==> src/include/soc_cfg.svh <==
// soc harness configuration: bus widths, address map, memory sizes and interrupt positions
`ifndef SOC_CFG_SVH
`define SOC_CFG_SVH

// ------------------------------------------------
// bus widths
// ------------------------------------------------
`define SOC_ADDR_W 32
// also the XLEN of the interrupt vector
`define SOC_DATA_W 64

// ------------------------------------------------
// address map
// ------------------------------------------------
`define SOC_ROM_BASE   32'h0001_0000
`define SOC_ROM_WORDS  16
`define SOC_CLINT_BASE 32'h0200_0000
`define SOC_CLINT_SIZE 32'h0001_0000
`define SOC_RAM_BASE   32'h8000_0000
`define SOC_RAM_WORDS  1024

// clint register offsets, low 16 address bits
`define SOC_CLINT_MSIP_OFS     16'h0000
`define SOC_CLINT_MTIMECMP_OFS 16'h4000
`define SOC_CLINT_MTIME_OFS    16'hBFF8

// ------------------------------------------------
// debug and interrupts
// ------------------------------------------------
// cycles after power-on before a debug request reaches the core
`define SOC_DEBUG_HOLD_CYCLES 20

// machine interrupt-pending bit positions
`define SOC_IRQ_MSIP_BIT 3
`define SOC_IRQ_MTIP_BIT 7
`define SOC_IRQ_SEIP_BIT 9
`define SOC_IRQ_MEIP_BIT 11

`endif

==> src/design/soc_pkg.sv <==
// soc harness shared types for the bus, the interrupt vector and the debug window
package soc_pkg;

  // byte address on the harness bus
  typedef logic [31:0] addr_t;

  // bus data word, also the width of the clint registers
  typedef logic [63:0] data_t;

  // one enable per data byte
  typedef logic [7:0] be_t;

  // one-hot target select
  // bit 0 rom, bit 1 clint, bit 2 sram
  typedef logic [2:0] slave_sel_t;

  // machine interrupt-pending vector, xlen wide
  typedef logic [63:0] irq_vec_t;

  // debug request window after power-on
  typedef enum logic {
    DBG_HOLD,
    DBG_OPEN
  } dbg_state_e;

endpackage

==> src/design/soc_debug_ctrl.sv <==
// debug control: system reset synchronizer and post power-on debug request gate
`timescale 1ns/1ns
`include "soc_cfg.svh"

module soc_debug_ctrl import soc_pkg::*; (
  input  logic clk_i,
  input  logic rst_ni,
  input  logic ndmreset_i,
  input  logic debug_req_i,
  input  logic debug_enable_i,
  output logic sys_rst_no,
  output logic debug_req_o
);

  localparam int unsigned CNT_W = $clog2(`SOC_DEBUG_HOLD_CYCLES + 1);

  logic             rst_comb_n;
  logic [1:0]       rst_sync_q;
  logic [CNT_W-1:0] hold_cnt_q;
  dbg_state_e       state_q;

  // ------------------------------------------------
  // system reset
  // ------------------------------------------------
  // either source asserts at once and release waits two edges
  assign rst_comb_n = rst_ni & ~ndmreset_i;

  always_ff @(posedge clk_i or negedge rst_comb_n) begin
    if (!rst_comb_n) begin
      rst_sync_q <= 2'b00;
    end else begin
      rst_sync_q <= {rst_sync_q[0], 1'b1};
    end
  end

  assign sys_rst_no = rst_sync_q[1];

  // ------------------------------------------------
  // debug hold window
  // ------------------------------------------------
  // ndmreset leaves the hold window alone
  always_ff @(posedge clk_i or negedge rst_ni) begin
    if (!rst_ni) begin
      state_q    <= DBG_HOLD;
      hold_cnt_q <= CNT_W'(`SOC_DEBUG_HOLD_CYCLES);
    end else if (state_q == DBG_HOLD) begin
      if (hold_cnt_q == CNT_W'(1)) begin
        state_q <= DBG_OPEN;
      end
      hold_cnt_q <= hold_cnt_q - 1'b1;
    end
  end

  // boot code runs undisturbed until the window opens
  assign debug_req_o = (state_q == DBG_OPEN) & debug_req_i & debug_enable_i;

  // no debug request while the hold count runs
  a_no_debug_in_hold : assert property (
    @(posedge clk_i) disable iff (!rst_ni)
    (hold_cnt_q != '0) |-> !debug_req_o
  );

endmodule

==> config.mk <==
export PLATFORM = sky130hd
export DESIGN_NAME = soc_debug_ctrl
export DESIGN_NICKNAME = d
export VERILOG_FILES = /design/src/design/soc_pkg.sv /design/src/design/soc_debug_ctrl.sv
export VERILOG_INCLUDE_DIRS = /design/src /design/src/include
export SDC_FILE = /design/constraint.sdc
export NUM_CORES = 1
export LEC_CHECK = 0
export BUFFER_PORTS_ARGS = -buffer_cell sky130_fd_sc_hd__buf_2
export CELL_PAD_IN_SITES_DETAIL_PLACEMENT = 1
export CELL_PAD_IN_SITES_GLOBAL_PLACEMENT = 2
export CORE_AREA = 2 2 39 41
export CTS_CLUSTER_SIZE = 20
export DETAILED_ROUTE_END_ITERATION = 10
export DIE_AREA = 0 0 41 43
export GPL_TIMING_DRIVEN = 0
export PLACE_DENSITY_LB_ADDON = 0.15
export SYNTH_ARGS = -nofsm -noshare
export SYNTH_HDL_FRONTEND = slang
export SYNTH_SLANG_ARGS = --single-unit
==> constraint.sdc <==
create_clock -name clk_i -period 1.2 [get_ports clk_i]
set_clock_uncertainty 0.05 [all_clocks]
set_input_delay 0.3 -clock clk_i [delete_from_list [all_inputs] [get_ports clk_i]]
set_output_delay 0.3 -clock clk_i [all_outputs]
set_load 0.01 [all_outputs]
======== After elaboration in Yosys (flattened, before gate mapping) ========
Index checks and enable logic that the tools add are counted.
cells by class
  equal/unequal tests ..................... 1
  $add $sub $neg .......................... 1
  mux-type cells .......................... 2
  bitwise logic cells ..................... 4
operators by type and width
  operator                                                            number
  5-bit by 1-bit == test with 1-bit output, second input constant     1
  5-bit by 1-bit subtractor with 5-bit output, second input constant  1
  1-bit AND                                                           3
  1-bit 2-to-1 mux                                                    2
  1-bit inverter                                                      1
storage, ports and cells
  register bits ........................... 8
  input port bits ......................... 5
  output and inout port bits .............. 2
  word-level logic and storage cells ...... 11

======== Logic depth before layout (Yosys ltp) ========
  depth after elaboration ................. 3
  gate-level depth with buffers ........... 4
  mapped depth without buffers ............ 4

======== Least setup slack after synthesis ========
Ideal clock, no wire load.
  path type ............................... register to register
  start ................................... register hold_cnt_q[0]
  end ..................................... register state_q
  cell stages (with the launch flop) ...... 4
  data required time ...................... 1.026 ns
  buffers on the path ..................... 0
  setup slack ............................. 0.094 ns
  data arrival time ....................... 0.931 ns
  path through ............................ dfrtp_1 -> ha_1 -> nor4b_1 -> or2_1
between the ends
  word-level cells in the longest chain between the ends .. 3
RTL lines
  item                                      RTL line              text
  start: declaration                        soc_debug_ctrl.sv:19  logic [CNT_W-1:0] hold_cnt_q;
  start signal: assignment                  soc_debug_ctrl.sv:45  hold_cnt_q <= CNT_W'(`SOC_DEBUG_HOLD_CYCLES);
  start signal: assignment                  soc_debug_ctrl.sv:50  hold_cnt_q <= hold_cnt_q - 1'b1;
  5-bit by 1-bit == test with 1-bit output  soc_debug_ctrl.sv:47  if (hold_cnt_q == CNT_W'(1)) begin
  1-bit 2-to-1 mux                          soc_debug_ctrl.sv:47
  1-bit 2-to-1 mux                          soc_debug_ctrl.sv:46  end else if (state_q == DBG_HOLD) begin
  end signal: assignment                    soc_debug_ctrl.sv:44  state_q <= DBG_HOLD;
  end signal: assignment                    soc_debug_ctrl.sv:48  state_q <= DBG_OPEN;
  end: declaration                          soc_debug_ctrl.sv:20  dbg_state_e state_q;
Every way passes these cells.
A chain may end at the register's enable or synchronous reset.

======== Worst setup path after layout ========
  start ................................... register state_q
  end ..................................... output port debug_req_o
between the ends
  word-level cells in the longest chain between the ends .. 2
RTL lines
  item                     RTL line              text
  1-bit AND (2 in series)  soc_debug_ctrl.sv:55  assign debug_req_o = (state_q == DBG_OPEN) & debug_req_i & debug_enable_i;
  end: declaration         soc_debug_ctrl.sv:12  output logic debug_req_o
Every way passes these cells.

==> metrics.csv <==
stage,metric,value,unit
timing,hold_violations,0,
worst_hold_path,min-delay-start,rst_sync_q[0],
timing,period_share,1.040,
worst_hold_path,hold_depth,0,
synthesis,yosysWarnings,0,
synthesis,synth_area,370.4,sq um
synthesis,yosysMostFrequentCell,dfrtp_1,
die,die-width,41,um
cells_and_area,drive_gt1_frac,0.5250,
power,total_power,505.3,uW
critical_path,timing.rr.start,hold_cnt_q[0],
timing,setup_slack,-48.47,ps
synthesis,ys_seq_area_frac,0.5473,
timing,setup_violations,1,
die,dieArea,1763,sq um
power,power_density,1012,nW/um^2
run_status,status,finished with violations,
run_status,failed_checks,negative setup slack,
timing,holdWs,311.7,ps
clock_tree,h-tree-depth,1,
timing,tns,-48.47,ps
timing,min_period,1248,ps
critical_path,rr_endpoint,hold_cnt_q[3],
detailed_routing,drt_pass1_iterations,1,
synthesis,synth_cell_types,16,
placed_design,routabilityCongestion,0.6862,
flow_run,maxCapViolations,0,
synthesis,synth_top_cell_area_share,0.4054,
clock_tree,numCtsBuffers,3,
global_route,overflow,0,
power,leakagePower,0.0002426,uW
global_route,grt_pass1_wl,1028,um
detailed_routing,avgRoutedWirePerCell,11.63,um
detailed_routing,vias,220,
timing,finalMaxSlewViolations,0,
critical_path,worstPathArrival,900,ps
clock_tree,cts_tree,built,
worst_hold_path,min_to,rst_sync_q[1],
placed_design,io_buffers,6,
power,ir_worst_vdd,0.3642,mV
global_route,grt_pass1_vias,241,
timing,fmax,801.0,MHz
synthesis,syn_nets,33,
synthesis,avgSynthCellArea,14.24,sq um
synthesis,async_flop_share,1.000,
worst_hold_path,worst_hold_path_type,flop to flop,
die,fp.dieH,43,um
synthesis,synth_edf_count,0,
die,ios,7,
cells_and_area,area_growth,34.80,%
die,fp-row-count,14,
clock_tree,clkTransAtPathRegs,50,ps
detailed_routing,wirelength,651,um
synthesis,syn_inst,26,
clock_tree,clock-sinks,8,
critical_path,path_max_fanout,2,
cells_and_area,layout.nets,49,
synthesis,synth-main-ff-cell,dfrtp_1,
detailed_routing,drc,0,
critical_path,cp_data_required_time,850,ps
detailed_routing,first_iter_violations,0,
die,start_util,0.2676,
cells_and_area,insertedDiodeCount,0,
global_route,grt_usage,0.09331,
timing,rsz0062_at_grt,yes,
synthesis,synth-seq-cells,8,
detailed_routing,viasPerCell,3.929,
critical_path,critical_path_class,flop to primary output,
clock_tree,root_buffer,clkbuf_4,
global_route,grt_max_degree,8,
cells_and_area,fillers,147,
critical_path,cp-start-kind,flop,
synthesis,synth_top_cell_by_area,dfrtp_1,
detailed_routing,drtAntennaViolNets,0,
clock_tree,clk_latency,250,ps
global_route,antenna_found_initial,0,
critical_path,r2r_setup_slack,60,ps
critical_path,cp-end-kind,primary output,
placed_design,dpl_worst_slack,0.1071,ps
clock_tree,clock_path_buffers,2,
die,core,1384,sq um
critical_path,worstRegToRegCells,3,
synthesis,yosys-top-cells-area,"dfrtp_1, dfstp_2, ha_1",
-- worst max-delay path, cell delays in order, from the launching register on --
cell     delay, ps
dfrtp_1        380
and3_1         140
buf_2          130
-- flip-flops by register name, summed over array words and instances, names as in the netlist --
register    flops
state_q         1
rst_sync_q      2
hold_cnt_q      5
-- routing by layer --
| layer | vias to the layer above | GRT usage | routed length, um |
|---|---|---|---|
| met5 | - | 0 | 0 |
| met4 | 0 | 0.08000 | 0 |
| met3 | 0 | 0.03141 | 23 |
| met2 | 3 | 0.1250 | 353 |
| met1 | 105 | 0.1130 | 274 |
| li1 | 112 | - | - |
-- cell type report --
type	count	area (sq um)	area share
timing repair buffer	12	80.08	0.1604
multi-input combinational	15	165.2	0.3308
clock buffer	3	22.52	0.04511
inverter	2	7.507	0.01504
sequential	8	203.9	0.4085
tap	16	20.02	0.04010
-- placed cells by master (no fill, tap or decap), types with 2 or more instances in the layout --
master / count
clkbuf_4: 3
xnor2_1: 2
inv_2: 2
xor2_1: 2
dfstp_2: 2
buf_2: 6
dlygate4sd3_1: 2
buf_4: 4
dfrtp_1: 5
-- kinds of logic (layout without fill, tap and decap cells) --
group / Yosys count / in the layout / synth area share
other: 1 / 1 / 0.01013
XOR/XNOR: 4 / 4 / 0.09461
buffers and inverters: 3 / 17 / 0.04056
multiplexers: 1 / 1 / 0.02703
AND/OR/NAND/NOR: 7 / 7 / 0.2129
adder cells (fa/ha/maj): 2 / 2 / 0.06756
flip-flops: 8 / 8 / 0.5473
-- how the worst max path moves through the flow --
| stage | end | from | cells after the start | slack, ps |
|---|---|---|---|---|
| 6_report | debug_req_o | state_q | 2 | -50 |
| 3_5_place_dp | hold_cnt_q[4] | hold_cnt_q[0] | 4 | 0.1 |
| 4_1_cts | debug_req_o | state_q | 3 | -150 |
| 5_1_grt | debug_req_o | state_q | 2 | -90 |
| 3_3_place_gp | hold_cnt_q[4] | hold_cnt_q[0] | 4 | 20 |
| 2_1_floorplan | state_q | hold_cnt_q[0] | 3 | 90 |
-- power by group --
group          switching [uW]  internal, uW  leakage (uW)  total (uW)
logic                    10.5          12.8      0.000135        23.2
registers               0.878           274     0.0000941         275
clock network            93.0           115     0.0000138         208
-- timing repair --
action                     4_1_cts  5_1_grt
hold endpoints to repair         6        0
hold buffers                     2        0
buffers inserted                 2        3
setup endpoints to repair        2        2
pin swaps                        3        1
gates resized for setup          2        4
-- through the flow --
step | cell area [sq um] | utilization | instances
after floorplan | 370.4 | - | 26
after detailed placement | 420.4 | 0.3038 | 48
after global placement | 420.4 | 0.3038 | 48
final | 499.2 | 0.3608 | 56
after CTS | 475.5 | 0.3436 | 54
after global routing | 499.2 | 0.3608 | 56
(Power assumes the default switching activity.)
