$ cat src/include/soc_cfg.svh
// soc harness configuration: bus widths, address map, memory sizes and interrupt positions
`ifndef SOC_CFG_SVH
`define SOC_CFG_SVH

// ------------------------------------------------
// bus widths
// ------------------------------------------------
`define SOC_ADDR_W 32
// also the XLEN of the interrupt vector
`define SOC_DATA_W 64

// ------------------------------------------------
// address map
// ------------------------------------------------
`define SOC_ROM_BASE   32'h0001_0000
`define SOC_ROM_WORDS  16
`define SOC_CLINT_BASE 32'h0200_0000
`define SOC_CLINT_SIZE 32'h0001_0000
`define SOC_RAM_BASE   32'h8000_0000
`define SOC_RAM_WORDS  1024

// clint register offsets, low 16 address bits
`define SOC_CLINT_MSIP_OFS     16'h0000
`define SOC_CLINT_MTIMECMP_OFS 16'h4000
`define SOC_CLINT_MTIME_OFS    16'hBFF8

// ------------------------------------------------
// debug and interrupts
// ------------------------------------------------
// cycles after power-on before a debug request reaches the core
`define SOC_DEBUG_HOLD_CYCLES 20

// machine interrupt-pending bit positions
`define SOC_IRQ_MSIP_BIT 3
`define SOC_IRQ_MTIP_BIT 7
`define SOC_IRQ_SEIP_BIT 9
`define SOC_IRQ_MEIP_BIT 11

`endif

$ cat src/design/soc_pkg.sv
// soc harness shared types for the bus, the interrupt vector and the debug window
package soc_pkg;

  // byte address on the harness bus
  typedef logic [31:0] addr_t;

  // bus data word, also the width of the clint registers
  typedef logic [63:0] data_t;

  // one enable per data byte
  typedef logic [7:0] be_t;

  // one-hot target select
  // bit 0 rom, bit 1 clint, bit 2 sram
  typedef logic [2:0] slave_sel_t;

  // machine interrupt-pending vector, xlen wide
  typedef logic [63:0] irq_vec_t;

  // debug request window after power-on
  typedef enum logic {
    DBG_HOLD,
    DBG_OPEN
  } dbg_state_e;

endpackage

$ cat src/design/soc_clint.sv
// clint: mtime, mtimecmp and msip registers driving the timer and software interrupts
`timescale 1ns/1ns
`include "soc_cfg.svh"

module soc_clint import soc_pkg::*; (
  input  logic  clk_i,
  input  logic  rst_ni,
  input  logic  rtc_i,
  input  logic  req_i,
  input  logic  we_i,
  input  addr_t addr_i,
  input  be_t   be_i,
  input  data_t wdata_i,
  output data_t rdata_o,
  output logic  timer_irq_o,
  output logic  ipi_o
);

  // two sync stages plus one history bit
  logic [2:0]  rtc_q;
  logic        rtc_rise;
  logic        msip_q;
  data_t       mtimecmp_q;
  data_t       mtime_q;
  logic [15:0] ofs;
  logic        wr_msip;
  logic        wr_cmp;
  logic        wr_time;
  data_t       rd_val;

  function automatic data_t apply_be(data_t old_val, data_t new_val, be_t be);
    data_t res;
    res = old_val;
    for (int b = 0; b < $bits(be_t); b++) begin
      if (be[b]) begin
        res[8*b +: 8] = new_val[8*b +: 8];
      end
    end
    return res;
  endfunction

  // ------------------------------------------------
  // rtc edge detect
  // ------------------------------------------------
  always_ff @(posedge clk_i or negedge rst_ni) begin
    if (!rst_ni) begin
      rtc_q <= '0;
    end else begin
      rtc_q <= {rtc_q[1:0], rtc_i};
    end
  end

  assign rtc_rise = rtc_q[1] & ~rtc_q[2];

  // ------------------------------------------------
  // registers
  // ------------------------------------------------
  assign ofs     = addr_i[15:0];
  assign wr_msip = req_i && we_i && (ofs == `SOC_CLINT_MSIP_OFS);
  assign wr_cmp  = req_i && we_i && (ofs == `SOC_CLINT_MTIMECMP_OFS);
  assign wr_time = req_i && we_i && (ofs == `SOC_CLINT_MTIME_OFS);

  always_ff @(posedge clk_i or negedge rst_ni) begin
    if (!rst_ni) begin
      msip_q     <= 1'b0;
      mtimecmp_q <= '1;
      mtime_q    <= '0;
    end else begin
      if (wr_msip && be_i[0]) begin
        msip_q <= wdata_i[0];
      end
      if (wr_cmp) begin
        mtimecmp_q <= apply_be(mtimecmp_q, wdata_i, be_i);
      end
      // software write beats the tick
      if (wr_time) begin
        mtime_q <= apply_be(mtime_q, wdata_i, be_i);
      end else if (rtc_rise) begin
        mtime_q <= mtime_q + 1'b1;
      end
    end
  end

  // ------------------------------------------------
  // read path
  // ------------------------------------------------
  always_comb begin
    case (ofs)
      `SOC_CLINT_MSIP_OFS:     rd_val = data_t'(msip_q);
      `SOC_CLINT_MTIMECMP_OFS: rd_val = mtimecmp_q;
      `SOC_CLINT_MTIME_OFS:    rd_val = mtime_q;
      default:                 rd_val = '0;
    endcase
  end

  always_ff @(posedge clk_i or negedge rst_ni) begin
    if (!rst_ni) begin
      rdata_o <= '0;
    end else if (req_i) begin
      rdata_o <= we_i ? '0 : rd_val;
    end
  end

  assign timer_irq_o = (mtime_q >= mtimecmp_q);
  assign ipi_o       = msip_q;

  // reset value of mtimecmp keeps the timer quiet
  a_cmp_idle_quiet : assert property (
    @(posedge clk_i) disable iff (!rst_ni)
    (mtimecmp_q == '1) |-> !timer_irq_o
  );

endmodule

$ cat config.mk
export PLATFORM = sky130hd
export DESIGN_NAME = soc_clint
export DESIGN_NICKNAME = d
export VERILOG_FILES = /design/src/design/soc_pkg.sv /design/src/design/soc_clint.sv
export VERILOG_INCLUDE_DIRS = /design/src /design/src/include
export SDC_FILE = /design/constraint.sdc
export NUM_CORES = 1
export LEC_CHECK = 0
export ABC_AREA = 1
export BUFFER_PORTS_ARGS = -buffer_cell sky130_fd_sc_hd__buf_2
export CORE_ASPECT_RATIO = 1.4
export CORE_MARGIN = 3
export CORE_UTILIZATION = 45
export DETAILED_ROUTE_END_ITERATION = 10
export GPL_ROUTABILITY_DRIVEN = 0
export SYNTH_ARGS = -nofsm -noshare
export SYNTH_HDL_FRONTEND = slang
export SYNTH_SLANG_ARGS = --single-unit
$ cat constraint.sdc
create_clock -name clk_i -period 3.7 [get_ports clk_i]
set_input_delay 0.37 -clock clk_i [delete_from_list [all_inputs] [get_ports clk_i]]
set_output_delay 0.37 -clock clk_i [all_outputs]
set_load 0.01 [all_outputs]
Yosys cells after proc, flatten, opt, wreduce, memory -nomap -nowiden
Index checks and enable logic that the tools add are counted.
Storage, ports and cells
  bits in registers: 196
  output and inout port bits: 66
  input port bits: 109
  word-level logic and storage cells: 68
Operators by class
  bitwise operators: 2
  magnitude comparators: 1
  equality and inequality tests: 10
  muxes and demuxes: 12
  add/subtract/negate cells: 1
  reduce and logical (&&, ||, !) cells: 23
Operators with widths (count)
  $mux W64: 3
  $pmux W64 S3: 1
  $add A64 B1 Y64 const B: 1
  $ge A64 B64 Y1: 1
  $mux W8: 8
  $reduce_and A2 Y1: 16
  $eq A16 B15 Y1 const B: 1
  $eq A16 B16 Y1 const B: 1
  $logic_not A16 Y1: 1
  $ne A2 B2 Y1 const B: 8
  $logic_and A1 B1 Y1: 5
  $reduce_bool A2 Y1: 1
  $and A1 B1 Y1: 1
  $not A1 Y1: 1

Depth between registers and ports, before layout
  depth in word-level cells: 4
  depth in mapped cells: 15
  depth with buffers taken out: 15

Least setup slack after synthesis
Ideal clock, no wire load.
  path kind: reg-to-output
  start point: register mtimecmp_q[59]
  end point: output timer_irq_o
  slack: 1.735 ns
  stages on the path, launching flop included: 13
  arrival time: 1.595 ns
  cells stage by stage: dfstp_2 > inv_1 > ha_1 > nand2_1 > inv_1 > nand3_1 > nor3_1 > nand3_1 > nor2_1 > nand2_1 > nand2_1 > nor2_1 > nand2_1
Between the ends
  word-level cells in the longest chain between the ends: 1
RTL lines
  start: declaration: line soc_clint.sv:23  | data_t mtimecmp_q;
  start signal: assignment: line soc_clint.sv:73  | mtimecmp_q <= apply_be(mtimecmp_q, wdata_i, be_i);
  $ge A64 B64 Y1: line soc_clint.sv:104  | assign timer_irq_o = (mtime_q >= mtimecmp_q);
  end: declaration: line soc_clint.sv:15  | output logic timer_irq_o,
Every way passes these cells.

Worst setup path after layout
Ends and elaborated chain as after synthesis.

==> results.toml <==
[outcome]
status = "finished clean"

[grt]
grt_max_degree = 71
grt_overflow = 0
grt_antenna_before_repair = 0
grt_pass1_vias = 11900
grt_usage_pct = 26.8
grt_pass1_wl_mm = 63.6

[logic_synthesis]
ys.flop_type = "dfrtp_1"
avgSynthCellArea_um2 = 7.00
synthDistinctLibCells = 38
synth_adder_area_share_pct = 6.41
synth_edf_count = 0
synth_seq_cells = 196
mappedNetlistArea_mm2 = 0.0127
synth_compound_area_share_pct = 11.4
synth-xor-area-share_pct = 0.760
syn_nets = 1985
yosys_warnings = 0
yosysSeqAreaShare_pct = 39.3
synth_top_family_by_area = "simple AND/OR/NAND/NOR gates"
synth.area.mux_share_pct = 1.51
synth_cells = 1811
async_reset_ff_share_pct = 100
synth-simple-area-share_pct = 31.7

[timing]
setup_viol = 0
rsz0062_at_grt = "false"
final_hold_viol_count = 0
tightestPinTransition_ns = 1.17
drv_slew = 0
period_needed_ns = 2.93
whs_ns = 0.0173
maxSlewHeadroom_pct = 21.8
worst_clock_skew_ns = 0.0108
fmax_mhz = 341
final.setup.tns_ns = 0
fin_crit_sh_pct = 79.3

[floorplanning]
rows = 72
io_pins = 175
start_util_pct = 45.9
die_y_um = 205
core_mm2 = 0.0277
die_area_mm2 = 0.0303
die_w_um = 148

[critical_path]
cp_slowest_cell = "dfstp_2"
reg2reg_slack_ns = 1.38
crit_path_start_kind = "flip-flop"
path_cells = "inv_1, ha_1, nand2_1, inv_1, nand3_1, nor3_1, nand3_1, nor2_1, nand2_1, nand2_1, nor2_1, nand2_1, buf_2"
r2r-end = "mtime_q[54]"
slowest_delay_ns = 0.53
crit_top_cell = "nand2_1"
r2r.worst_path.cells = 12
crit_arrival_ns = 2.56
cp-end-kind = "output pin"
cp_data_required_time_ns = 3.33
path_class = "reg -> out"
worstPathMaxFanout = 3
r2r-start = "mtime_q[1]"

[drt]
via_count = 12300
wl_per_cell_um = 17.3
drtPass1Iterations = 7
drt_iter0_markers = 777
drc = 0
finalWirelength_mm = 40.4
ant_nets = 0
vias_per_cell = 5.25

[clock_tree]
cts_sinks = 196
clk_pin_slew_ns = 0.08
clk_path_buf_depth = 2
clk_latency_ns = 0.46
numCtsBuffers = 17
cts_tree = "done"
htreeDepth = 4
ctsResizeCount = 0
clockRootBuffer = "clkbuf_16"

[power_and_ir_drop]
power.total_mw = 4.85
seqPwrFrac_pct = 47.0
p_sw_share_pct = 29.3
p_clk_share_pct = 41.0
p_per_area_mw_per_mm2 = 336
p_comb_share_pct = 12.1
p_sw_mw = 1.42
peakVddDrop_uv = 314
p_leak_nw = 7.03
intPower_mw = 3.43

[hold_path]
worstHoldStart = "rtc_i"
hold_path_depth = 1
hp-class = "in -> reg"
whs_endpoint = "rtc_q[0]"

[place]
dp.final_hpwl_mm = 30.6
io_buffers = 158
place_inst = 2300

[final_layout]
final_common_cell = "nand2_1"
antenna_cells = 0
syn2layout_area_growth_pct = 14.0
drive_gt1_share_pct = 16.9
layoutNonFillerInstCount = 2333
final_cell_mix = "nand2_1 (617), inv_1 (219), buf_2 (157)"
nNetsFinal = 2124

[flow_run]
maxCapViolCount = 0
[Yosys cell counts, types with 14 or more instances]
cell / n / area [um^2]
o21ai_0: 115 / 576
o211ai_1: 14 / 105
nor2_1: 156 / 586
a21oi_1: 45 / 225
ha_1: 65 / 813
o22ai_1: 56 / 350
dfrtp_1: 132 / 3300
nor3_1: 14 / 70.1
nand2_1: 619 / 2320
nand4_1: 18 / 113
nand3_1: 125 / 626
clkbuf_1: 25 / 93.8
mux2_2: 17 / 191
inv_1: 219 / 822
dfstp_2: 64 / 1680
o21ai_1: 29 / 145
[worst max-delay path by stage]
stage	slack, ns	endpoint	from
floorplan	1.73	timer_irq_o	mtimecmp_q[59]
global placement	1.13	mtimecmp_q[35]	addr_i[1]
detailed placement	1.18	mtimecmp_q[39]	addr_i[13]
CTS	0.74	timer_irq_o	mtimecmp_q[59]
global route	0.50	timer_irq_o	mtimecmp_q[59]
finish	0.77	timer_irq_o	mtimecmp_q[59]
[layer usage]
metal | share of wire [%] | GRT usage, % | vias to the layer above | routed length, um
met5 | 0 | 0 | - | 0
met4 | 3.5 | 10.8 | 0 | 1420
met3 | 4.1 | 2.99 | 75 | 1640
met2 | 52 | 49.6 | 337 | 21200
met1 | 40 | 31.5 | 5733 | 16200
li1 | - | - | 6105 | -
[critical path, delay by kind of cell, from the launching register on]
| kind | cells | cell delay [ns] |
|---|---|---|
| fa+ha+maj | 1 | 0.29 |
| simple gates | 9 | 1.06 |
| buf+inv | 3 | 0.24 |
| flops | 1 | 0.53 |
[area by class of cell]
type,instances,area (um^2)
Clock buffer,17,425
Clock inverter,15,186
Fill cell,2840,13200
Inverter,231,868
Multi-Input combinational cell,1329,6580
Sequential cell,196,4980
Tap cell,370,463
Timing Repair Buffer,175,955
[registers in the layout, indices dropped and copies added, names as in the netlist]
signal      count
mtime_q        64
mtimecmp_q     64
rdata_o        64
rtc_q           3
ipi_o           1
[repair_timing]
action / 4_1_cts / 5_1_grt
hold endpoints to repair: 52 / 0
hold buffers: 1 / 0
buffers inserted: 0 / 0
[through the flow]
step	util (%)	cell area, um^2	setup WS [ns]
final	52.3	14500	0.765
after global routing	52.3	14500	0.500
after CTS	52.3	14500	0.740
after detailed placement	50.0	13800	1.18
after global placement	50.0	13800	1.13
after floorplan	-	12700	1.73
[logic make-up (layout without fill, tap and decap cells)]
| logic type | count (synthesis) | after routing |
|---|---|---|
| xor+xnor | 11 | 11 |
| simple gates | 972 | 972 |
| mux | 17 | 17 |
| compound gates | 264 | 264 |
| fa+ha+maj | 65 | 65 |
| buf+inv | 286 | 438 |
| flops | 196 | 196 |
[power groups by stage]
stage	Clock, mW	Sequential (mW)	Combinational (mW)
after floorplan	0	2.29	0.359
after global placement	0	2.32	0.578
after detailed placement	0	2.32	0.587
after CTS	2.03	2.28	0.591
after global routing	2.11	2.29	0.672
final	1.99	2.28	0.585
(Power assumes the default switching activity.)
