File: config.mk
export PLATFORM = sky130hd
export DESIGN_NAME = soc_bus_demux
export DESIGN_NICKNAME = d
export VERILOG_FILES = /design/src/design/soc_pkg.sv /design/src/design/soc_bus_demux.sv
export VERILOG_INCLUDE_DIRS = /design/src /design/src/include
export SDC_FILE = /design/constraint.sdc
export NUM_CORES = 1
export LEC_CHECK = 0
export CORE_AREA = 8 8 137 139
export CTS_BUF_LIST = sky130_fd_sc_hd__clkbuf_4 sky130_fd_sc_hd__clkbuf_8
export DETAILED_ROUTE_END_ITERATION = 12
export DIE_AREA = 0 0 145 147
export DONT_BUFFER_PORTS = 1
export GPL_TIMING_DRIVEN = 0
export PLACE_DENSITY = 0.34
export REMOVE_ABC_BUFFERS = 1
export SLEW_MARGIN = 20
export SYNTH_ARGS = -nofsm -noshare
export SYNTH_HDL_FRONTEND = slang
export SYNTH_SLANG_ARGS = --single-unit
File: constraint.sdc
create_clock -name clk_i -period 1.79 [get_ports clk_i]
set_input_delay 0.179 -clock clk_i [delete_from_list [all_inputs] [get_ports clk_i]]
set_output_delay 0.179 -clock clk_i [all_outputs]
set_load 0.005 [all_outputs]
File: src/include/soc_cfg.svh
// soc harness configuration: bus widths, address map, memory sizes and interrupt positions
`ifndef SOC_CFG_SVH
`define SOC_CFG_SVH

// ------------------------------------------------
// bus widths
// ------------------------------------------------
`define SOC_ADDR_W 32
// also the XLEN of the interrupt vector
`define SOC_DATA_W 64

// ------------------------------------------------
// address map
// ------------------------------------------------
`define SOC_ROM_BASE   32'h0001_0000
`define SOC_ROM_WORDS  16
`define SOC_CLINT_BASE 32'h0200_0000
`define SOC_CLINT_SIZE 32'h0001_0000
`define SOC_RAM_BASE   32'h8000_0000
`define SOC_RAM_WORDS  1024

// clint register offsets, low 16 address bits
`define SOC_CLINT_MSIP_OFS     16'h0000
`define SOC_CLINT_MTIMECMP_OFS 16'h4000
`define SOC_CLINT_MTIME_OFS    16'hBFF8

// ------------------------------------------------
// debug and interrupts
// ------------------------------------------------
// cycles after power-on before a debug request reaches the core
`define SOC_DEBUG_HOLD_CYCLES 20

// machine interrupt-pending bit positions
`define SOC_IRQ_MSIP_BIT 3
`define SOC_IRQ_MTIP_BIT 7
`define SOC_IRQ_SEIP_BIT 9
`define SOC_IRQ_MEIP_BIT 11

`endif

File: src/design/soc_pkg.sv
// soc harness shared types for the bus, the interrupt vector and the debug window
package soc_pkg;

  // byte address on the harness bus
  typedef logic [31:0] addr_t;

  // bus data word, also the width of the clint registers
  typedef logic [63:0] data_t;

  // one enable per data byte
  typedef logic [7:0] be_t;

  // one-hot target select
  // bit 0 rom, bit 1 clint, bit 2 sram
  typedef logic [2:0] slave_sel_t;

  // machine interrupt-pending vector, xlen wide
  typedef logic [63:0] irq_vec_t;

  // debug request window after power-on
  typedef enum logic {
    DBG_HOLD,
    DBG_OPEN
  } dbg_state_e;

endpackage

File: src/design/soc_bus_demux.sv
// bus demux: address decode, target request steering, response select and decode error
`timescale 1ns/1ns
`include "soc_cfg.svh"

module soc_bus_demux import soc_pkg::*; (
  input  logic  clk_i,
  input  logic  rst_ni,
  input  logic  req_i,
  input  logic  we_i,
  input  addr_t addr_i,
  input  be_t   be_i,
  input  data_t wdata_i,
  output logic  rom_req_o,
  output logic  clint_req_o,
  output logic  ram_req_o,
  input  data_t rom_rdata_i,
  input  data_t clint_rdata_i,
  input  data_t ram_rdata_i,
  output logic  rvalid_o,
  output logic  err_o,
  output data_t rdata_o
);

  // exclusive window ends
  localparam logic [`SOC_ADDR_W-1:0] ROM_END =
    `SOC_ROM_BASE + `SOC_ROM_WORDS * (`SOC_DATA_W / 8);
  localparam logic [`SOC_ADDR_W-1:0] CLINT_END = `SOC_CLINT_BASE + `SOC_CLINT_SIZE;
  localparam logic [`SOC_ADDR_W-1:0] RAM_END =
    `SOC_RAM_BASE + `SOC_RAM_WORDS * (`SOC_DATA_W / 8);

  slave_sel_t sel_d;
  slave_sel_t sel_q;
  logic       valid_q;
  logic       err_q;
  logic       we_q;

  // ------------------------------------------------
  // decode and request steering
  // ------------------------------------------------
  assign sel_d[0] = (addr_i >= addr_t'(`SOC_ROM_BASE)) && (addr_i < ROM_END);
  assign sel_d[1] = (addr_i >= addr_t'(`SOC_CLINT_BASE)) && (addr_i < CLINT_END);
  assign sel_d[2] = (addr_i >= addr_t'(`SOC_RAM_BASE)) && (addr_i < RAM_END);

  assign rom_req_o   = req_i & sel_d[0];
  assign clint_req_o = req_i & sel_d[1];
  assign ram_req_o   = req_i & sel_d[2];

  // ------------------------------------------------
  // response cycle
  // ------------------------------------------------
  always_ff @(posedge clk_i or negedge rst_ni) begin
    if (!rst_ni) begin
      valid_q <= 1'b0;
      err_q   <= 1'b0;
      we_q    <= 1'b0;
      sel_q   <= '0;
    end else begin
      valid_q <= req_i;
      err_q   <= req_i & (sel_d == '0);
      we_q    <= we_i;
      sel_q   <= req_i ? sel_d : '0;
    end
  end

  // unmapped and idle cycles fall to zero
  always_comb begin
    rdata_o = '0;
    if (!we_q) begin
      case (sel_q)
        3'b001:  rdata_o = rom_rdata_i;
        3'b010:  rdata_o = clint_rdata_i;
        3'b100:  rdata_o = ram_rdata_i;
        default: rdata_o = '0;
      endcase
    end
  end

  assign rvalid_o = valid_q;
  assign err_o    = err_q;

  // windows must not overlap
  a_sel_onehot : assert property (
    @(posedge clk_i) disable iff (!rst_ni)
    rvalid_o |-> $onehot0(sel_q)
  );

  a_write_known : assert property (
    @(posedge clk_i) disable iff (!rst_ni)
    (req_i && we_i) |-> !$isunknown({be_i, wdata_i})
  );

endmodule

After elaboration in Yosys (flattened, before gate mapping)
Index checks and enable logic that the tools add are counted.

Magnitude comparators: 6. Equal/unequal tests: 3. Mux-type cells: 3. Bitwise logic cells: 4. Reductions and logical operators: 4.

Operator list (count): $pmux 64 s3 (1); $mux 64 (1); $ge 32x17->1 const B (1); $ge 32x26->1 const B (1); $ge 32x32->1 const B (1); $lt 32x17->1 const B (1); $lt 32x26->1 const B (1); $lt 32x32->1 const B (1); $and 1x1->1 (4); $eq 3x1->1 const B (1); $eq 3x2->1 const B (1); $eq 3x3->1 const B (1); $logic_and 1x1->1 (3); $logic_not 3->1 (1); $mux 3 (1).

Register bits after elaboration: 6. Input port bits: 300. Output and inout port bits: 69. Logic and storage cells: 24.

Depth between registers and ports, before layout
Gate-level depths: netlist of run 1.

Word-level depth: 4. Depth in mapped cells: 6. Gate-level depth less buffers: 4.

Worst setup path before layout of run 1
OpenSTA, ideal clock, no wires.

Kind: register to output. Start: register sel_q[1]. End: output port rdata_o[10]. Arrival: 1.233 ns. Data required time: 1.611 ns. Path slack: 0.378 ns. Cell stages (with the launch flop): 5. Buffers on the path: 1. Path through: dfrtp_1 > xor2_1 > o211ai_2 > clkbuf_1 > nor2_1.

Cells in the longest elaborated chain, start to end: 3. Elaborated cells between the ends (all ways): 5. Those cells by class: 3 x eq/ne; 2 x mux.

RTL lines: start, declared (line soc_bus_demux.sv:32) `slave_sel_t sel_q;`; start signal, assigned (line soc_bus_demux.sv:61) `sel_q <= req_i ? sel_d : '0;`; $eq 3x3->1, or another cell as far along (line soc_bus_demux.sv:69) `case (sel_q)`; $pmux 64 s3 * (line soc_bus_demux.sv:69); $mux 64 * (line soc_bus_demux.sv:68) `if (!we_q) begin`; end, declared (line soc_bus_demux.sv:21) `output data_t rdata_o`.

Mark *: on every way between the ends. The rest lies on a longest branch, timed or not.

Worst setup path after layout of run 1
Start: register sel_q[0]. End: output port rdata_o[11].

The elaborated chain is that of the path after synthesis.

==> results of run 1 <==
per-layer routing:
layer | wire length (µm) | track usage, % | part of all wire (%) | up-vias
met3 | 1270 | 3.05 | 9.2 | 13
met4 | 189 | 1.95 | 1.4 | 0
met1 | 4720 | 9.12 | 34 | 1239
met5 | 0 | 0 | 0 | -
met2 | 7650 | 20.7 | 55 | 225
li1 | - | - | - | 1092
state kept, by name (all words and copies together) (netlist names):
name and count:
sel_q 3, rvalid_o 1, err_o 1, we_q 1
through the flow:
stage                     util [%]  setup WS, ps
final                         19.0         -54.7
after global placement        11.2         -6470
after floorplan                  -         -3640
after CTS                     16.0         -84.0
after global routing          19.0          -119
after detailed placement      12.3          -906
logic make-up after synthesis:
logic type	count (synthesis)	synth area share, %
multiplexers	1	0.562
XOR/XNOR	1	0.492
buffers and inverters	36	10.8
AO/OA/AOI/OAI	131	59.9
AND/OR/NAND/NOR	84	19.9
flip-flops	6	8.43
power groups by stage:
stage	Clock, mW	Sequential (mW)	Combinational, mW
2_1_floorplan	0	0.143	0.00979
3_3_place_gp	0	0.144	0.0111
3_5_place_dp	0	0.143	0.0118
4_1_cts	0.233	0.142	0.0199
5_1_grt	0.245	0.142	0.0217
6_report	0.230	0.142	0.0196
cells in the mapped netlist:
cell	number	area, µm²
mux2i_1	1	10.0
clkbuf_1	13	48.8
o21ai_0	1	5.00
xor2_1	1	8.76
a211oi_1	1	7.51
dfrtp_1	6	150
buf_2	9	45.0
nand2_1	1	3.75
nand3_1	2	10.0
nor2_1	66	248
nor4b_1	1	8.76
nand4_1	1	6.26
inv_1	2	7.51
nor2b_1	2	12.5
nor4_1	6	37.5
a22oi_1	64	480
nor3_1	4	20.0
o211ai_2	1	12.5
buf_4	12	90.1
a2bb2oi_1	64	561
nor3b_1	1	7.51
worst max-delay path by stage:
stage	startpoint	end	cells past startpoint	slack (ps)
after global placement	sel_q[1]$_DFF_PN0_	rdata_o[59]	3	-6470
after global routing	sel_q[0]$_DFF_PN0_	rdata_o[60]	7	-120
after detailed placement	sel_q[1]$_DFF_PN0_	rdata_o[3]	7	-910
final	sel_q[0]$_DFF_PN0_	rdata_o[11]	7	-50
after floorplan	sel_q[1]$_DFF_PN0_	rdata_o[0]	3	-3640
after CTS	sel_q[1]$_DFF_PN0_	rdata_o[8]	7	-80
final cells by class:
| class | count | area share [%] |
|---|---|---|
| Tap cell | 225 | 8.85 |
| Sequential cell | 6 | 4.92 |
| Inverter | 2 | 0.236 |
| Multi-Input combinational cell | 219 | 57.9 |
| Clock buffer | 4 | 1.53 |
| Timing Repair Buffer | 55 | 26.5 |
repair_timing:
| action | CTS | global route |
|---|---|---|
| pin swaps | 7 | 13 |
| hold endpoints to repair | 8 | 0 |
| gates cloned | 5 | 9 |
| setup endpoints to repair | 64 | 64 |
| hold buffers | 3 | 0 |
| buffers inserted | 27 | 3 |
| gates resized for setup | 47 | 65 |
cell usage in the layout (no fill, tap or decap), types with 2 or more instances in the layout:
| master | n |
|---|---|
| a2bb2oi_1 | 31 |
| inv_1 | 2 |
| nor2_2 | 42 |
| a22oi_2 | 2 |
| a2bb2oi_2 | 33 |
| dfrtp_2 | 2 |
| clkbuf_16 | 7 |
| nand3_1 | 2 |
| nor2_1 | 23 |
| nor3_1 | 4 |
| a22oi_1 | 62 |
| nor2b_4 | 4 |
| clkbuf_8 | 3 |
| dlygate4sd3_1 | 3 |
| dfrtp_1 | 3 |
| buf_4 | 19 |
| buf_16 | 4 |
| buf_12 | 12 |
| nor4_1 | 6 |
| buf_6 | 6 |
| buf_8 | 3 |
==> metrics.txt, run 1 <==
outcome=complete, but fails checks; failing checks=setup timing; CTS tree=built; Switch Pwr=0.0718 mW; final hold slack=67.7 ps; Final Instance Area=3180 µm²; Seq/Total Area, Yosys=8.43%; GRT Residual Overflow=0; worst vdd ir=0.305 mV; final max-slew violation count=0; worst-margin pin slew=572 ps; critical path peak fanout=10; Clock power frac=58.7%; Crit path arrival time=1670 ps; first-pass GRT wire length=16.7 mm; min Tclk post-route=1840 ps; hold endpoint=sel_q[2]$_DFF_PN0_; pin count of the biggest net entering global routing=41; Final nets=587; Vias/cell=5.03; HP Start=addr_i[16]; PD cells=123 nW/µm²; Sequential Power Share=36.2%; Startpoint Class=register; critical path cell sequence=buf_6 -> nor2b_4 -> buf_12 -> clkbuf_16 -> a22oi_1 -> a2bb2oi_2 -> nor2_2; Slowest Stage Delay on Critical Path=460 ps; DIE AREA=21300 µm²; setup TNS=-1460 ps; # rows=48; CTS root buffer=clkbuf_8; Final Hold Vio Count=0; vias in the first global route=2660; Starting Density=10.6%; CP max-delay cell=dfrtp_2; residual DRC count=0; Top Family by Delay on Critical Path=buffers and inverters; PnR worst setup slack=-54.7 ps; clk slew on worst S/H paths=40 ps; Num CTS Buffers=3; final WL=13.8 mm; Reg area=156 µm²; Antenna Cells=0; filler instances=1842; Crit path buffers/inverters=3; drt wl/cell=27.1 µm; Die Y=147 µm; synth warn=0; Slew Limit Headroom=61.5%; Hold Path Depth=1; Die Wd=145 µm; number of library cell types mapped by synthesis=21; area of the multi-input gates=1840 µm²; total vias in the final route=2569; Post-Syn Area=1780 µm²; CTS H-tree lvls=1; Max Cap Viol=0; type of the worst min-delay path=in2reg; P_leak=0.941 nW; IO Pins=369; Sw Ratio=18.4%; Tot Pwr=0.391 mW; Post-DP Area=2060 µm²; Yosys reg bits=6; Synth Instances=259; Int Pwr=0.319 mW; Area growth syn-to-layout=78.6%; Placeable Area=16800 µm²; Crit. End Element=output pin; IO buf count=0; fin crit share=103%; Avg Synthesized Cell Area=6.87 µm²; Tot GR Track Use=9.91%; share of layout cells above drive strength 1=50.7%; hpwl dp=8.55 mm; 1st-pass router iterations=5; GP Congestion=0.713; combinational power share=5.0%; Setup Crit Path Kind=reg2out; Critical Path RT=1610 ps; RSZ-0062 raised after global routing=yes; fmax=542 MHz; initial drt markers=162; remaining antenna violation count after routing=0; fin cells=511; Final setup viols=56; initial antenna violation count=0; Placed Instances=460; clock sink count=6; clk buf depth=2
(Power assumes the default switching activity.)
==> run 2: changes to the inputs <==
clock period = 1.7 ns   (was 1.79 ns; I/O delays follow)
==> run 2 against run 1 <==
The run still ends with setup timing left. Count of clock-buffer cells in the layout unchanged. Cell count did not move. Via count is the same. Combinational power is 5% higher. Wire length about the same. First-iteration DRC count is 3.7% lower. Core utilization unchanged. Critical path depth unchanged. Sequential cell count unchanged. Global-route usage stayed put. Cell area did not move. Highest routed layer unchanged.
==> metrics.txt, run 2 (synthesis results as in run 1) <==
outcome=complete, but fails checks; failing checks=setup timing; area of the multi-input gates=1840 µm² (unchanged); P_leak=0.941 nW (unchanged); vias in the first global route=2662 (+0.075%); # rows=48 (unchanged); GRT Residual Overflow=0 (unchanged); Crit. End Element=output pin; GP Congestion=0.713 (unchanged); Starting Density=10.6% (unchanged); Setup Crit Path Kind=reg2out; met3 GRT Util=3.05% (unchanged); met2 GRT Util=20.7% (unchanged); CTS H-tree lvls=1 (unchanged); Tot Pwr=0.412 mW (+5.3%); Final setup viols=64 (+14%); Placeable Area=16800 µm² (unchanged); min Tclk post-route=1840 ps; fmax=544 MHz; worst-margin pin slew=572 ps (unchanged); met1 usage=9.12% (unchanged); worst vdd ir=0.321 mV (+5.3%); Max Cap Viol=0 (unchanged); initial antenna violation count=0 (unchanged); Final nets=587 (unchanged); clk slew on worst S/H paths=40 ps (about the same); Crit path arrival time=1670 ps (about the same); Tot GR Track Use=9.91% (unchanged); IO buf count=0 (unchanged); Reg area=156 µm² (unchanged); type of the worst min-delay path=in2reg; setup TNS=-6510 ps (-5050 ps); hpwl dp=8.55 mm (unchanged); Slew Limit Headroom=61.5% (unchanged); CTS root buffer=clkbuf_8; Largest register FFs=3 (unchanged); most frequent cells in the layout=62 x a22oi_1, 42 x nor2_2, 33 x a2bb2oi_2; PD cells=129 nW/µm² (+5.3%); CTS tree=built; share of layout cells above drive strength 1=50.7% (unchanged); Area growth syn-to-layout=78.6% (unchanged); Startpoint Class=register; Num CTS Buffers=3 (unchanged); filler instances=1842 (unchanged); critical path peak fanout=7 (-3); Critical Path RT=1530 ps (-80 ps); Post-DP Area=2060 µm² (unchanged); final WL=13.8 mm (about the same); clock sink count=6 (unchanged); drt wl/cell=27.1 µm (about the same); remaining antenna violation count after routing=0 (unchanged); commonest non-fill, non-tap cell in the layout=a22oi_1; RSZ-0062 raised after global routing=yes; Die Wd=145 µm (unchanged); busiest grt layer=met2; DIE AREA=21300 µm² (unchanged); Die Y=147 µm (unchanged); final max-slew violation count=0 (unchanged); Antenna Cells=0 (unchanged); first-pass GRT wire length=16.7 mm (unchanged); pin count of the biggest net entering global routing=41 (unchanged); total vias in the final route=2569 (unchanged); Critical Path Source=sel_q[1]$_DFF_PN0_; 1st-pass router iterations=5 (unchanged); Biggest register=sel_q; PnR worst setup slack=-137 ps (-81.9 ps); IO Pins=369 (unchanged); clk buf depth=2 (unchanged); Vias/cell=5.03 (unchanged); HP Start=addr_i[16]; Final Instance Area=3180 µm² (unchanged); Hold Path Depth=1 (unchanged); hold endpoint=sel_q[2]$_DFF_PN0_; Final Hold Vio Count=0 (unchanged); residual DRC count=0 (unchanged); initial drt markers=156 (-3.7%); fin crit share=108%
run 2: cell counts in the layout (fill, tap and decap cells not counted):
Identical to the previous run, type by type.
run 2: area by class of cell:
cell class                      instances  area share, %
Clock buffer                            4           1.53
Inverter                                2          0.236
Sequential cell                         6           4.92
Timing Repair Buffer                   55           26.5
Tap cell                              225           8.85
Multi-Input combinational cell        219           57.9
run 2: worst max path at each step:
| stage | to | slack [ps] |
|---|---|---|
| global placement | rdata_o[59] | -6550 |
| floorplan | rdata_o[0] | -3720 |
| CTS | rdata_o[8] | -160 |
| finish | rdata_o[3] | -140 |
| detailed placement | rdata_o[3] | -990 |
| global route | rdata_o[60] | -200 |
run 2: repair_timing:
item	CTS	global route
cloned	5	9
pin swaps	7	13
hold buffers	3	0
endpoints found under the setup margin	64	64
gates resized for setup	47	65
setup buffers	27	3
endpoints found under the hold margin	8	0
run 2: through the flow:
| step | setup WS [ps] | utilization [%] | hold slack (ps) | std cells |
|---|---|---|---|---|
| floorplan | -3720 | - | -126 | 225 |
| detailed placement | -987 | 12.3 | -125 | 460 |
| finish | -137 | 19.0 | 58.6 | 511 |
| CTS | -165 | 16.0 | 52.7 | 499 |
| global placement | -6550 | 11.2 | -125 | 450 |
| global route | -200 | 19.0 | 58.4 | 511 |
run 2: metal layers:
metal / vias to the layer above / share of wire [%]
met1: 1240 / 34
met5: - / 0
met4: 0 / 1.3
met2: 223 / 55
li1: 1094 / -
met3: 12 / 9.2
run 2: worst max-delay path: stages (launching register included):
cell,delay [ps]
dfrtp_4,480
buf_12,140
nor3b_4,150
buf_6,130
buf_12,140
buf_8,140
a2bb2oi_2,180
nor2_2,70
run 2: power by group:
group / switching (mW) / internal, mW
Clock: 0.0643 / 0.177
Combinational: 0.00918 / 0.0115
Sequential: 0.00206 / 0.147
